### src/common/ooo_pkg.sv
`default_nettype none

package ooo_pkg;

    // --------------------
    // Sizes
    localparam int XLEN      = 16;
    localparam int ARCH_REGS = 8;
    localparam int AREG_W    = 3;
    localparam int PHYS_REGS = 16;
    localparam int PREG_W    = 4;
    localparam int ROB_SIZE  = 8;
    localparam int ROB_W     = 3;
    localparam int RS_SIZE   = 4;
    localparam int RS_W      = 2;
    // Free list covers the pregs not mapped at reset
    localparam int FL_SIZE   = PHYS_REGS - ARCH_REGS;
    localparam int FL_W      = 3;
    localparam int IMM_W     = 8;
    // Multiply latency in cycles
    localparam int MUL_LAT   = 4;

    // --------------------
    // Instruction encoding
    typedef enum logic [1:0] {
        OP_ADD  = 2'd0,
        OP_SUB  = 2'd1,
        OP_ADDI = 2'd2,
        OP_MUL  = 2'd3
    } op_e;

    // Register form
    typedef struct packed {
        op_e               op;
        logic [AREG_W-1:0] rd;
        logic [AREG_W-1:0] rs1;
        logic [AREG_W-1:0] rs2;
        logic [4:0]        spare;
    } inst_r_t;

    // Immediate form, imm is signed
    typedef struct packed {
        op_e               op;
        logic [AREG_W-1:0] rd;
        logic [AREG_W-1:0] rs1;
        logic [IMM_W-1:0]  imm;
    } inst_i_t;

    typedef union packed {
        inst_r_t r;
        inst_i_t i;
    } inst_u;

    // --------------------
    // Inter-block structs
    typedef struct packed {
        logic              valid;
        logic [AREG_W-1:0] rd;
        logic [AREG_W-1:0] rs1;
        logic [AREG_W-1:0] rs2;
        logic              use_rs2;
    } ren_req_t;

    typedef struct packed {
        logic [PREG_W-1:0] new_preg;
        logic [PREG_W-1:0] old_preg;
        logic [PREG_W-1:0] src1;
        logic [PREG_W-1:0] src2;
        logic              rdy1;
        logic              rdy2;
    } ren_rsp_t;

    typedef struct packed {
        op_e               op;
        logic [PREG_W-1:0] dest;
        logic [PREG_W-1:0] src1;
        logic [PREG_W-1:0] src2;
        logic              rdy1;
        logic              rdy2;
        logic              use_rs2;
        logic [IMM_W-1:0]  imm;
        logic [ROB_W-1:0]  rob_idx;
    } rs_entry_t;

    typedef struct packed {
        logic              valid;
        op_e               op;
        logic [PREG_W-1:0] dest;
        logic [ROB_W-1:0]  rob_idx;
        logic [XLEN-1:0]   opa;
        logic [XLEN-1:0]   opb;
        logic [IMM_W-1:0]  imm;
    } issue_t;

    typedef struct packed {
        logic              valid;
        logic [PREG_W-1:0] preg;
        logic [ROB_W-1:0]  rob_idx;
        logic [XLEN-1:0]   value;
    } cdb_t;

    typedef struct packed {
        logic [XLEN-1:0]   pc;
        logic [AREG_W-1:0] rd;
        logic [PREG_W-1:0] new_preg;
        logic [PREG_W-1:0] old_preg;
        logic              done;
    } rob_entry_t;

    typedef struct packed {
        logic              valid;
        logic [XLEN-1:0]   pc;
        logic [AREG_W-1:0] rd;
        logic [XLEN-1:0]   value;
    } retire_t;

endpackage

`default_nettype wire

### src/rtl/dispatcher.sv
`timescale 1ns/1ps
`default_nettype none

module dispatcher (
    input  logic                         in_valid_i,
    input  ooo_pkg::inst_u               inst_i,
    input  logic [ooo_pkg::XLEN-1:0]     pc_i,
    input  logic                         rs_full_i,
    input  logic                         rob_full_i,
    input  logic [ooo_pkg::ROB_W-1:0]    rob_tail_i,
    input  ooo_pkg::ren_rsp_t            ren_rsp_i,
    input  ooo_pkg::cdb_t                cdb_i,
    output logic                         in_ready_o,
    output ooo_pkg::ren_req_t            ren_req_o,
    output logic                         rs_wr_o,
    output ooo_pkg::rs_entry_t           rs_entry_o,
    output logic                         rob_wr_o,
    output ooo_pkg::rob_entry_t          rob_entry_o
);
    import ooo_pkg::*;

    op_e  op;
    logic is_imm;
    logic dispatch;

    // Opcode sits at the same bits in both views
    assign op     = inst_i.r.op;
    assign is_imm = (op == OP_ADDI);

    // Stall on either buffer full
    assign in_ready_o = !rs_full_i && !rob_full_i;
    assign dispatch   = in_valid_i && in_ready_o;

    // Rename request, ADDI has no second source
    assign ren_req_o = '{valid:   dispatch,
                         rd:      inst_i.r.rd,
                         rs1:     inst_i.r.rs1,
                         rs2:     inst_i.r.rs2,
                         use_rs2: !is_imm};

    always_comb begin
        rs_entry_o.op      = op;
        rs_entry_o.dest    = ren_rsp_i.new_preg;
        rs_entry_o.src1    = ren_rsp_i.src1;
        rs_entry_o.src2    = ren_rsp_i.src2;
        // Same-cycle CDB bypass, the ready bit is only set at the next edge
        rs_entry_o.rdy1    = ren_rsp_i.rdy1 ||
                             (cdb_i.valid && (cdb_i.preg == ren_rsp_i.src1));
        rs_entry_o.rdy2    = ren_rsp_i.rdy2 ||
                             (cdb_i.valid && (cdb_i.preg == ren_rsp_i.src2));
        rs_entry_o.use_rs2 = !is_imm;
        // Immediate view only for ADDI
        rs_entry_o.imm     = is_imm ? inst_i.i.imm : '0;
        // Tag by ROB slot about to be written
        rs_entry_o.rob_idx = rob_tail_i;
    end

    assign rob_entry_o = '{pc:       pc_i,
                           rd:       inst_i.r.rd,
                           new_preg: ren_rsp_i.new_preg,
                           old_preg: ren_rsp_i.old_preg,
                           done:     1'b0};

    // One strobe fans out to all three blocks
    assign rs_wr_o  = dispatch;
    assign rob_wr_o = dispatch;

endmodule

`default_nettype wire

### src/rtl/exec_unit.sv
`timescale 1ns/1ps
`default_nettype none

module exec_unit (
    input  logic             clk_i,
    input  logic             arst_n_i,
    input  ooo_pkg::issue_t  issue_i,
    output logic             busy_o,
    output ooo_pkg::cdb_t    cdb_o
);
    import ooo_pkg::*;

    // Operand latch, held through a multiply
    issue_t            ex_q;
    logic              ex_vld_q;
    // Remaining multiply cycles before broadcast
    logic [1:0]        mul_cnt_q;
    logic [XLEN-1:0]   result;
    logic [2*XLEN-1:0] product;

    logic              cdb_vld_q;
    logic [PREG_W-1:0] cdb_preg_q;
    logic [ROB_W-1:0]  cdb_rob_q;
    logic [XLEN-1:0]   cdb_val_q;

    // Busy until the last multiply cycle
    assign busy_o = ex_vld_q && (mul_cnt_q != '0);

    always_comb begin
        product = ex_q.opa * ex_q.opb;
        case (ex_q.op)
            OP_ADD:  result = ex_q.opa + ex_q.opb;
            OP_SUB:  result = ex_q.opa - ex_q.opb;
            // Sign-extended immediate
            OP_ADDI: result = ex_q.opa + {{(XLEN - IMM_W){ex_q.imm[IMM_W-1]}}, ex_q.imm};
            default: result = product[XLEN-1:0];
        endcase
    end

    // --------------------
    // Control
    always_ff @(posedge clk_i or negedge arst_n_i) begin
        if (!arst_n_i) begin
            ex_vld_q  <= 1'b0;
            mul_cnt_q <= '0;
            cdb_vld_q <= 1'b0;
        end else begin
            cdb_vld_q <= ex_vld_q && (mul_cnt_q == '0);
            if (issue_i.valid) begin
                ex_vld_q  <= 1'b1;
                mul_cnt_q <= (issue_i.op == OP_MUL) ? 2'(MUL_LAT - 1) : '0;
            end else if (mul_cnt_q != '0) begin
                mul_cnt_q <= mul_cnt_q - 1'b1;
            end else begin
                ex_vld_q <= 1'b0;
            end
        end
    end

    // Payload registers
    always_ff @(posedge clk_i) begin
        if (issue_i.valid) begin
            ex_q <= issue_i;
        end
        cdb_preg_q <= ex_q.dest;
        cdb_rob_q  <= ex_q.rob_idx;
        cdb_val_q  <= result;
    end

    assign cdb_o = '{valid: cdb_vld_q, preg: cdb_preg_q, rob_idx: cdb_rob_q, value: cdb_val_q};

endmodule

`default_nettype wire

### src/rtl/ooo_backend.sv
`timescale 1ns/1ps
`default_nettype none

module ooo_backend (
    input  logic                      clk_i,
    input  logic                      arst_n_i,
    input  logic                      in_valid_i,
    input  ooo_pkg::inst_u            inst_i,
    input  logic [ooo_pkg::XLEN-1:0]  pc_i,
    output logic                      in_ready_o,
    output ooo_pkg::retire_t          retire_o
);
    import ooo_pkg::*;

    // --------------------
    // Dispatch side
    ren_req_t             ren_req;
    ren_rsp_t             ren_rsp;
    rs_entry_t            rs_entry;
    rob_entry_t           rob_entry;
    logic                 rs_wr;
    logic                 rob_wr;
    logic                 rs_full;
    logic                 rob_full;
    logic [ROB_W-1:0]     rob_tail;
    logic [PHYS_REGS-1:0] preg_ready;

    // Issue and completion
    issue_t               issue;
    cdb_t                 cdb;
    logic                 fu_busy;
    logic [PREG_W-1:0]    rd_addr1;
    logic [PREG_W-1:0]    rd_addr2;
    logic [XLEN-1:0]      rd_data1;
    logic [XLEN-1:0]      rd_data2;

    // Retire side
    rob_entry_t           rob_head;
    logic                 rob_retire;
    logic [XLEN-1:0]      rt_data;

    dispatcher u_dispatcher (
        .in_valid_i  (in_valid_i),
        .inst_i      (inst_i),
        .pc_i        (pc_i),
        .rs_full_i   (rs_full),
        .rob_full_i  (rob_full),
        .rob_tail_i  (rob_tail),
        .ren_rsp_i   (ren_rsp),
        .cdb_i       (cdb),
        .in_ready_o  (in_ready_o),
        .ren_req_o   (ren_req),
        .rs_wr_o     (rs_wr),
        .rs_entry_o  (rs_entry),
        .rob_wr_o    (rob_wr),
        .rob_entry_o (rob_entry)
    );

    // Released preg is the old mapping of the retiring entry
    rename_unit u_rename (
        .clk_i       (clk_i),
        .arst_n_i    (arst_n_i),
        .ren_req_i   (ren_req),
        .src_ready_i (preg_ready),
        .free_wr_i   (rob_retire),
        .free_preg_i (rob_head.old_preg),
        .ren_rsp_o   (ren_rsp)
    );

    reorder_buffer u_rob (
        .clk_i       (clk_i),
        .arst_n_i    (arst_n_i),
        .rob_wr_i    (rob_wr),
        .rob_entry_i (rob_entry),
        .cdb_i       (cdb),
        .rob_full_o  (rob_full),
        .rob_tail_o  (rob_tail),
        .head_o      (rob_head),
        .retire_o    (rob_retire)
    );

    reservation_station u_rs (
        .clk_i      (clk_i),
        .arst_n_i   (arst_n_i),
        .rs_wr_i    (rs_wr),
        .rs_entry_i (rs_entry),
        .cdb_i      (cdb),
        .fu_busy_i  (fu_busy),
        .rd_data1_i (rd_data1),
        .rd_data2_i (rd_data2),
        .rs_full_o  (rs_full),
        .rd_addr1_o (rd_addr1),
        .rd_addr2_o (rd_addr2),
        .issue_o    (issue)
    );

    exec_unit u_exec (
        .clk_i    (clk_i),
        .arst_n_i (arst_n_i),
        .issue_i  (issue),
        .busy_o   (fu_busy),
        .cdb_o    (cdb)
    );

    // Dispatch strobe clears the new destination's ready bit
    phys_regfile u_prf (
        .clk_i       (clk_i),
        .arst_n_i    (arst_n_i),
        .clr_ready_i (rs_wr),
        .clr_preg_i  (ren_rsp.new_preg),
        .cdb_i       (cdb),
        .rd_addr1_i  (rd_addr1),
        .rd_addr2_i  (rd_addr2),
        .rt_addr_i   (rob_head.new_preg),
        .rd_data1_o  (rd_data1),
        .rd_data2_o  (rd_data2),
        .rt_data_o   (rt_data),
        .ready_o     (preg_ready)
    );

    // Retire record from ROB head and PRF retire port
    assign retire_o = '{valid: rob_retire, pc: rob_head.pc, rd: rob_head.rd, value: rt_data};

endmodule

`default_nettype wire

### src/rtl/phys_regfile.sv
`timescale 1ns/1ps
`default_nettype none

module phys_regfile (
    input  logic                           clk_i,
    input  logic                           arst_n_i,
    input  logic                           clr_ready_i,
    input  logic [ooo_pkg::PREG_W-1:0]     clr_preg_i,
    input  ooo_pkg::cdb_t                  cdb_i,
    input  logic [ooo_pkg::PREG_W-1:0]     rd_addr1_i,
    input  logic [ooo_pkg::PREG_W-1:0]     rd_addr2_i,
    input  logic [ooo_pkg::PREG_W-1:0]     rt_addr_i,
    output logic [ooo_pkg::XLEN-1:0]       rd_data1_o,
    output logic [ooo_pkg::XLEN-1:0]       rd_data2_o,
    output logic [ooo_pkg::XLEN-1:0]       rt_data_o,
    output logic [ooo_pkg::PHYS_REGS-1:0]  ready_o
);
    import ooo_pkg::*;

    logic [XLEN-1:0]      val_q [PHYS_REGS];
    logic [PHYS_REGS-1:0] ready_q;

    // Two issue ports and the retire port, all combinational
    assign rd_data1_o = val_q[rd_addr1_i];
    assign rd_data2_o = val_q[rd_addr2_i];
    assign rt_data_o  = val_q[rt_addr_i];
    assign ready_o    = ready_q;

    always_ff @(posedge clk_i or negedge arst_n_i) begin
        if (!arst_n_i) begin
            // All zero and ready
            for (int i = 0; i < PHYS_REGS; i++) begin
                val_q[i] <= '0;
            end
            ready_q <= '1;
        end else begin
            // New destination pending until its broadcast
            if (clr_ready_i) begin
                ready_q[clr_preg_i] <= 1'b0;
            end
            if (cdb_i.valid) begin
                val_q[cdb_i.preg]   <= cdb_i.value;
                ready_q[cdb_i.preg] <= 1'b1;
            end
        end
    end

endmodule

`default_nettype wire

### src/rtl/rename_unit.sv
`timescale 1ns/1ps
`default_nettype none

module rename_unit (
    input  logic                           clk_i,
    input  logic                           arst_n_i,
    input  ooo_pkg::ren_req_t              ren_req_i,
    input  logic [ooo_pkg::PHYS_REGS-1:0]  src_ready_i,
    input  logic                           free_wr_i,
    input  logic [ooo_pkg::PREG_W-1:0]     free_preg_i,
    output ooo_pkg::ren_rsp_t              ren_rsp_o
);
    import ooo_pkg::*;

    // Map table, arch reg to current preg
    logic [PREG_W-1:0] map_q [ARCH_REGS];
    // Circular free list, never runs dry with 8 ROB entries
    logic [PREG_W-1:0] fl_q  [FL_SIZE];
    logic [FL_W-1:0]   fl_head_q;
    logic [FL_W-1:0]   fl_tail_q;

    // --------------------
    // Lookup
    always_comb begin
        ren_rsp_o.new_preg = fl_q[fl_head_q];
        ren_rsp_o.old_preg = map_q[ren_req_i.rd];
        ren_rsp_o.src1     = map_q[ren_req_i.rs1];
        ren_rsp_o.src2     = map_q[ren_req_i.rs2];
        ren_rsp_o.rdy1     = src_ready_i[map_q[ren_req_i.rs1]];
        // Unused second source counts as ready
        ren_rsp_o.rdy2     = !ren_req_i.use_rs2 || src_ready_i[map_q[ren_req_i.rs2]];
    end

    // --------------------
    // Update
    always_ff @(posedge clk_i or negedge arst_n_i) begin
        if (!arst_n_i) begin
            // Identity map, upper half free
            for (int i = 0; i < ARCH_REGS; i++) begin
                map_q[i] <= PREG_W'(i);
            end
            for (int i = 0; i < FL_SIZE; i++) begin
                fl_q[i] <= PREG_W'(i + ARCH_REGS);
            end
            fl_head_q <= '0;
            fl_tail_q <= '0;
        end else begin
            // Pop on dispatch
            if (ren_req_i.valid) begin
                map_q[ren_req_i.rd] <= fl_q[fl_head_q];
                fl_head_q           <= fl_head_q + 1'b1;
            end
            // Push old mapping on retire
            if (free_wr_i) begin
                fl_q[fl_tail_q] <= free_preg_i;
                fl_tail_q       <= fl_tail_q + 1'b1;
            end
        end
    end

endmodule

`default_nettype wire

### src/rtl/reorder_buffer.sv
`timescale 1ns/1ps
`default_nettype none

module reorder_buffer (
    input  logic                       clk_i,
    input  logic                       arst_n_i,
    input  logic                       rob_wr_i,
    input  ooo_pkg::rob_entry_t        rob_entry_i,
    input  ooo_pkg::cdb_t              cdb_i,
    output logic                       rob_full_o,
    output logic [ooo_pkg::ROB_W-1:0]  rob_tail_o,
    output ooo_pkg::rob_entry_t        head_o,
    output logic                       retire_o
);
    import ooo_pkg::*;

    rob_entry_t       rob_q [ROB_SIZE];
    logic [ROB_W-1:0] head_q;
    logic [ROB_W-1:0] tail_q;
    // One extra bit to tell full from empty
    logic [ROB_W:0]   count_q;

    assign rob_full_o = (count_q == (ROB_W + 1)'(ROB_SIZE));
    assign rob_tail_o = tail_q;
    assign head_o     = rob_q[head_q];
    // Retire head once its result is on the PRF
    assign retire_o   = (count_q != '0) && rob_q[head_q].done;

    // --------------------
    // Entry storage
    always_ff @(posedge clk_i) begin
        if (rob_wr_i) begin
            rob_q[tail_q] <= rob_entry_i;
        end
        // Completion by ROB index
        if (cdb_i.valid) begin
            rob_q[cdb_i.rob_idx].done <= 1'b1;
        end
    end

    // --------------------
    // Pointers
    always_ff @(posedge clk_i or negedge arst_n_i) begin
        if (!arst_n_i) begin
            head_q  <= '0;
            tail_q  <= '0;
            count_q <= '0;
        end else begin
            if (rob_wr_i) begin
                tail_q <= tail_q + 1'b1;
            end
            if (retire_o) begin
                head_q <= head_q + 1'b1;
            end
            // Net occupancy change
            case ({rob_wr_i, retire_o})
                2'b10:   count_q <= count_q + 1'b1;
                2'b01:   count_q <= count_q - 1'b1;
                default: count_q <= count_q;
            endcase
        end
    end

endmodule

`default_nettype wire

### src/rtl/reservation_station.sv
`timescale 1ns/1ps
`default_nettype none

module reservation_station (
    input  logic                        clk_i,
    input  logic                        arst_n_i,
    input  logic                        rs_wr_i,
    input  ooo_pkg::rs_entry_t          rs_entry_i,
    input  ooo_pkg::cdb_t               cdb_i,
    input  logic                        fu_busy_i,
    input  logic [ooo_pkg::XLEN-1:0]    rd_data1_i,
    input  logic [ooo_pkg::XLEN-1:0]    rd_data2_i,
    output logic                        rs_full_o,
    output logic [ooo_pkg::PREG_W-1:0]  rd_addr1_o,
    output logic [ooo_pkg::PREG_W-1:0]  rd_addr2_o,
    output ooo_pkg::issue_t             issue_o
);
    import ooo_pkg::*;

    rs_entry_t          rs_q [RS_SIZE];
    logic [RS_SIZE-1:0] valid_q;
    // older_q[i][j] set when entry i was written before entry j
    logic [RS_SIZE-1:0] older_q [RS_SIZE];

    logic [RS_SIZE-1:0] ready;
    logic [RS_SIZE-1:0] oldest;
    logic [RS_W-1:0]    sel;
    logic               any_ready;
    logic [RS_W-1:0]    wr_slot;

    assign rs_full_o = &valid_q;

    // --------------------
    // Issue select
    always_comb begin
        for (int i = 0; i < RS_SIZE; i++) begin
            ready[i] = valid_q[i] && rs_q[i].rdy1 && (rs_q[i].rdy2 || !rs_q[i].use_rs2);
        end
        // Ready and no older ready entry
        for (int i = 0; i < RS_SIZE; i++) begin
            oldest[i] = ready[i];
            for (int j = 0; j < RS_SIZE; j++) begin
                if (ready[j] && older_q[j][i]) begin
                    oldest[i] = 1'b0;
                end
            end
        end
        sel       = '0;
        any_ready = 1'b0;
        for (int i = RS_SIZE - 1; i >= 0; i--) begin
            if (oldest[i]) begin
                sel       = RS_W'(i);
                any_ready = 1'b1;
            end
        end
    end

    // Operand fetch for the selected entry
    assign rd_addr1_o = rs_q[sel].src1;
    assign rd_addr2_o = rs_q[sel].src2;

    assign issue_o = '{valid:   any_ready && !fu_busy_i,
                       op:      rs_q[sel].op,
                       dest:    rs_q[sel].dest,
                       rob_idx: rs_q[sel].rob_idx,
                       opa:     rd_data1_i,
                       opb:     rd_data2_i,
                       imm:     rs_q[sel].imm};

    // Lowest free slot for dispatch
    always_comb begin
        wr_slot = '0;
        for (int i = RS_SIZE - 1; i >= 0; i--) begin
            if (!valid_q[i]) begin
                wr_slot = RS_W'(i);
            end
        end
    end

    // --------------------
    // Payload and wakeup
    always_ff @(posedge clk_i) begin
        for (int i = 0; i < RS_SIZE; i++) begin
            if (cdb_i.valid && (rs_q[i].src1 == cdb_i.preg)) begin
                rs_q[i].rdy1 <= 1'b1;
            end
            if (cdb_i.valid && (rs_q[i].src2 == cdb_i.preg)) begin
                rs_q[i].rdy2 <= 1'b1;
            end
        end
        // Payload already carries the bypassed ready bits
        if (rs_wr_i) begin
            rs_q[wr_slot] <= rs_entry_i;
        end
    end

    // --------------------
    // Valid bits and age
    always_ff @(posedge clk_i or negedge arst_n_i) begin
        if (!arst_n_i) begin
            valid_q <= '0;
            for (int i = 0; i < RS_SIZE; i++) begin
                older_q[i] <= '0;
            end
        end else begin
            if (issue_o.valid) begin
                valid_q[sel] <= 1'b0;
            end
            if (rs_wr_i) begin
                valid_q[wr_slot] <= 1'b1;
                // Everything present is older than the new entry
                older_q[wr_slot] <= '0;
                for (int j = 0; j < RS_SIZE; j++) begin
                    older_q[j][wr_slot] <= valid_q[j];
                end
            end
        end
    end

endmodule

`default_nettype wire

### config.mk
export PLATFORM = sky130hd
export DESIGN_NAME = ooo_backend
export DESIGN_NICKNAME = d
export VERILOG_FILES = /design/src/common/ooo_pkg.sv /design/src/rtl/dispatcher.sv /design/src/rtl/exec_unit.sv /design/src/rtl/ooo_backend.sv /design/src/rtl/phys_regfile.sv /design/src/rtl/rename_unit.sv /design/src/rtl/reorder_buffer.sv /design/src/rtl/reservation_station.sv
export SDC_FILE = /design/constraint.sdc
export NUM_CORES = 2
export LEC_CHECK = 0
export ABC_AREA = 0
export BUFFER_PORTS_ARGS = -buffer_cell sky130_fd_sc_hd__buf_2
export CAP_MARGIN = 20
export CORE_MARGIN = 1
export CORE_UTILIZATION = 65
export DETAILED_ROUTE_END_ITERATION = 10
export PLACE_DENSITY = 0.9
export SETUP_SLACK_MARGIN = 0.5
export SLEW_MARGIN = 10
export SYNTH_ARGS = -nofsm -noshare
export SYNTH_HDL_FRONTEND = slang
export SYNTH_SLANG_ARGS = --single-unit
export TNS_END_PERCENT = 5
### constraint.sdc
create_clock -name clk_i -period 9.1 [get_ports clk_i]
set_input_delay 0 -clock clk_i [delete_from_list [all_inputs] [get_ports clk_i]]
set_output_delay 0 -clock clk_i [all_outputs]
set_load 0.05 [all_outputs]
Word level (Yosys, flattened, before mapping) --
Memories as Yosys holds them, arrays and structs flattened. Cells that the tools add are included.
Storage, ports and cells: memory bits (writable) 336, output and inout bits 37, word-level logic and storage cells 306, memories kept 2, register bits 448, input port bits 35
Operators by class: equal/unequal tests 18, order comparisons 24, reductions and logical operators 70, $add $sub $neg 10, mux-type cells 108, bitwise operators 18, $mul 1
Memories:
- u_rob.rob_q | depth 8, bits a word 28, rd ports 1, clocked after memory_dff 0, wr ports 2, RTL line reorder_buffer.sv:17 | rob_entry_t rob_q [ROB_SIZE];
- u_rs.rs_q | depth 4, bits a word 28, rd ports 5, clocked after memory_dff 0, wr ports 5, RTL line reservation_station.sv:20 | rs_entry_t rs_q [RS_SIZE];
Operator list (number):
- bitwise mux 256 bit | 1
- binary-select mux 16 bit (select 4 bit) | 3
- 2-to-1 mux 16 bit | 9
- bitwise mux 32 bit | 2
- demux 16 bit (select 4 bit) | 1
- 2-to-1 mux 4 bit | 13
- binary-select mux 4 bit (select 3 bit) | 4
- logical AND 1 bit | 48
- 2-to-1 mux 1 bit | 48
- case mux 16 bit (3 select lines) | 1
- equality test 4 bit | 10
- adder 16 bit | 2
- AND 16 bit | 2
- inverter 16 bit | 2
- demux 4 bit (select 3 bit) | 2
- 2-to-1 mux 2 bit | 11
- greater-or-equal comparator 4 bit (second input constant) | 5
- greater-or-equal comparator 5 bit (second input constant) | 4
- less-than comparator 4 x 5 -> 1 bit (second input constant) | 4
- inverter 3 -> 4 bit | 5
- inverter 4 -> 5 bit | 4
- bitwise mux 4 bit | 4
- multiplier 16 x 16 -> 16 bit | 1
- OR 16 bit | 1
- other kinds (32) | 62

Logic depth before layout (Yosys ltp) --
An unclocked memory read counts as a cell.
depth in word-level cells 22, mapped depth 22, mapped depth without buffers 20

Cells and area by module --
A second synthesis with hierarchy kept.
Second synthesis, totals: cells, all modules 3186, area total of the unflattened synthesis 43680.6 sq um
Modules (own cells, without submodules):
- phys_regfile | seq. area each 6826.5 sq um, times used 1, area an instance 15996.6 sq um, cells each 1043
- reorder_buffer | seq. area each 6896.6 sq um, times used 1, area an instance 9147.5 sq um, cells each 412
- exec_unit | seq. area each 2031.9 sq um, times used 1, area an instance 7526.0 sq um, cells each 794
- reservation_station | seq. area each 3783.6 sq um, times used 1, area an instance 6297.3 sq um, cells each 511
- rename_unit | seq. area each 1791.7 sq um, times used 1, area an instance 4106.4 sq um, cells each 343
- dispatcher | seq. area each 0.0 sq um, times used 1, area an instance 599.3 sq um, cells each 82
- ooo_backend | seq. area each 0.0 sq um, times used 1, area an instance 7.5 sq um, cells each 1

Worst setup path after synthesis --
OpenSTA, ideal clock, no wires.
path kind reg-to-reg, start point reg u_exec.ex_q[10] in the netlist's numbering, end point reg u_exec.cdb_val_q[15], library setup time 0.132 ns, clock period less this slack 5.285 ns, path slack 3.815 ns, data required time 8.968 ns, arrival time 5.153 ns, stages on the path, launching flop included 20, path buffers 2, path through edfxtp_1 > clkbuf_1 > clkbuf_1 > nand2_1 > fa_1 > fa_1 > fa_1 > fa_1 > inv_1 > fa_1 > inv_1 > fa_1 > inv_1 > ha_1 > nand2_1 > o41ai_1 > a21o_1 > a21oi_1 > xnor2_1 > a21oi_1
On the way: word-level cells in the longest chain between the ends 2, elaborated cells between the ends (all ways) 4, those cells by class add/sub: 2; mul: 1; mux: 1
RTL lines:
- start, declared | RTL line exec_unit.sv:14 | issue_t ex_q;
- start signal, assigned | RTL line exec_unit.sv:63 | ex_q <= issue_i;
- multiplier 16 x 16 -> 16 bit (tied with other cells) | RTL line exec_unit.sv:30 | product = ex_q.opa * ex_q.opb;
- case mux 16 bit (3 select lines) (*) | RTL line exec_unit.sv:31 | case (ex_q.op)
- named net u_exec.result[15] | RTL line exec_unit.sv:18 | logic [XLEN-1:0] result;
- end signal, assigned | RTL line exec_unit.sv:67 | cdb_val_q <= result;
- end, declared | RTL line exec_unit.sv:24 | logic [XLEN-1:0] cdb_val_q;
The timed path passes the listed nets; every way through them passes the cells marked *. A chain may end at the register's enable or synchronous reset.

Worst setup path after layout --
start point reg u_exec.ex_q[9] in the netlist's numbering, end point reg u_exec.cdb_val_q[15]
Same word-level chain as after synthesis.

==> run metrics <==
run status finished with violations; failing checks DRC; Reg2Reg Depth 17; die width 260 um; first-pass GRT wire length 198000 um; Worst Setup End Kind register; initial antenna violation count 13; dpl hpwl 72000 um; Starting Density 65.8%; CP max stage cell edfxtp_1; Setup Skew 0.108 ns; clock sink count 784; Die Area 67500 um^2; synth warn 0; I/O pin count 72; commonest non-fill, non-tap cells in the layout nand2_1, edfxtp_1, mux2_2; GP Congestion 0.930; Max Slew Vio Count 0; Synth cell types 76; core area 65700 um^2; Post-Syn Area 43200 um^2; Synth-to-Final Area Change 9.27%; top cell type's share of synthesized area 25.6%; sequential-to-total area share from yosys stat 49.3%; most common cell after layout, fill and taps aside nand2_1; crit path DAT 6.07 ns; Routed WL per cell 28.7 um; fmax 180 MHz; ranking of synthesized cells by area edfxtp_1, dfrtp_1, mux2_2; WS Path Type register to register; Critical Path, Cell by Cell nand2_1 > fa_1 > fa_1 > fa_1 > fa_1 > inv_1 > fa_1 > inv_1 > fa_1 > inv_1 > ha_1 > nand2_1 > o41ai_1 > a21o_1 > a21oi_1 > xnor2_1 > a21oi_1; worst-margin pin slew 1.20 ns; Max-Cap Viols 0; Worst-path clk slew 0.06 ns; Global Route Usage Sum 39.1%; Mapped Nets 3825; relative slew slack 19.5%; max incr delay on CP 0.68 ns; clock buffer count from CTS 79; die height 260 um; DRC 30; Final Hold Fails 0; fin crit share 61.1%; insertion delay to the later sink of the worst-skew pair 0.72 ns; unrepaired setup endpoints after global routing no; Iteration-0 DRC Markers 5769; fillers 3796; TNS Setup 0 ns; port bufs 71; htree depth 3; leading area contributor after synthesis edfxtp_1; CTS resizes 0; CTS max path bufs 3; number of global-route vias before repair 33200; Post-synth EDFFs 369; FF+latch count, synth 784; first drt pass iteration count 11; final core utilization 71.8%; Async SR Flop Fraction 48.0%; layout cells sized above 1 21.9%; final setup fails 0; Crit Path Max Fanout 17; CTS Hold Bufs 32; final wirelength 131000 um; Most common cell on crit path fa_1; Post-CTS Setup Bufs 0; Syn Area/Cell 11.9 um^2; Worst Path Buf+Inv 3; required time of the critical path 9.61 ns; row count 94; Worst path top cell family by delay adder cells; Antenna Violating Nets Remaining 0; CTS tree yes; DR vias 33200; Final Net Count 3807; Synth Instances 3632; Root Buffer clkbuf_16; main flop type after synthesis edfxtp_1; Tmin final 5.56 ns; GRT Residual Overflow 0; largest net degree at the start of global routing 129; worst hold path type input port to asynchronous set/reset pin; Vias/cell 7.28; Worst path depth 17; Startpoint Class register
-- cell families (layout without fill, tap and decap cells) --
family / after synthesis / after routing / share of synthesized area [%]
other: 0 / 11 / 0
buffers and inverters: 428 / 477 / 4.26
multiplexers: 612 / 612 / 18.2
XOR/XNOR: 106 / 106 / 2.15
flip-flops: 784 / 784 / 49.3
adder cells (fa/ha/maj): 158 / 158 / 6.00
AND/OR/NAND/NOR: 969 / 969 / 10.6
AO/OA/AOI/OAI: 575 / 575 / 9.41
-- layout make-up --
class	count	area, um^2	share of cell area, %
sequential	784	21300	45.2
multi-input combinational	2420	20200	42.9
clock buffer	101	2190	4.64
timing repair buffer	167	1200	2.53
tap	864	1080	2.29
inverter	162	608	1.29
clock inverter	47	549	1.16
antenna	11	27.5	0.0583
-- synthesized netlist by cell type, types with 48 or more instances --
library cell and count:
nand2_1 462, edfxtp_1 369, mux2_2 338, dfrtp_1 328
and2_1 212, clkbuf_1 168, inv_1 159, mux2i_1 152
a211oi_1 149, nor2_1 124, mux4_2 103, a21oi_1 100
a31oi_1 96, fa_1 82, ha_1 76, o21ai_0 67
xnor2_1 59, dfstp_2 48
-- through the flow --
step	hold slack (ns)	setup WS, ns	instance area (um^2)	instances
2_1_floorplan	-0.296	3.81	43200	3632
3_3_place_gp	0.145	3.66	44100	4362
3_5_place_dp	0.156	3.53	44100	4363
4_1_cts	0.0634	3.56	47200	4543
5_1_grt	0.0804	3.29	47200	4547
6_report	0.0206	3.54	47200	4556
-- path summary, 6_finish.rpt --
| path | start | slack, ns | end |
|---|---|---|---|
| setup reg to reg | u_exec.ex_q[9] | 3.54 | u_exec.cdb_val_q[15] |
| min in group clk_i | pc_i[8] | 0.11 | u_rob.rob_q[3][20] |
| max in group asynchronous | arst_n_i | 6.64 | u_rob.head_q[1] |
| hold / removal | arst_n_i | 0.02 | u_prf.val_q[200] |
| hold reg to reg | u_exec.ex_q[43] | 0.34 | u_exec.cdb_preg_q[0] |
| setup / recovery | u_exec.ex_q[9] | 3.54 | u_exec.cdb_val_q[15] |
-- per-layer routing --
layer,up-vias,share of wire [%],track usage [%]
met4,12,7.6,24.0
met1,16000,33,47.2
li1,13200,-,-
met3,951,14,14.6
met5,-,0.077,0.285
met2,3042,45,59.8
-- state kept, by name, summed over array words and instances, names as in the netlist, 12 cells and up, named ones only --
| signal | flops |
|---|---|
| u_exec.cdb_val_q | 16 |
| u_exec.ex_q | 49 |
| u_prf.ready_o | 16 |
| u_prf.val_q | 256 |
| u_rename.fl_q | 32 |
| u_rename.map_q | 32 |
| u_rob.rob_q | 224 |
| u_rs.older_q | 12 |
| u_rs.rs_q | 112 |
Power is not shown: default switching activity piles up to over one toggle a cycle in this logic, so the estimate is an artifact.
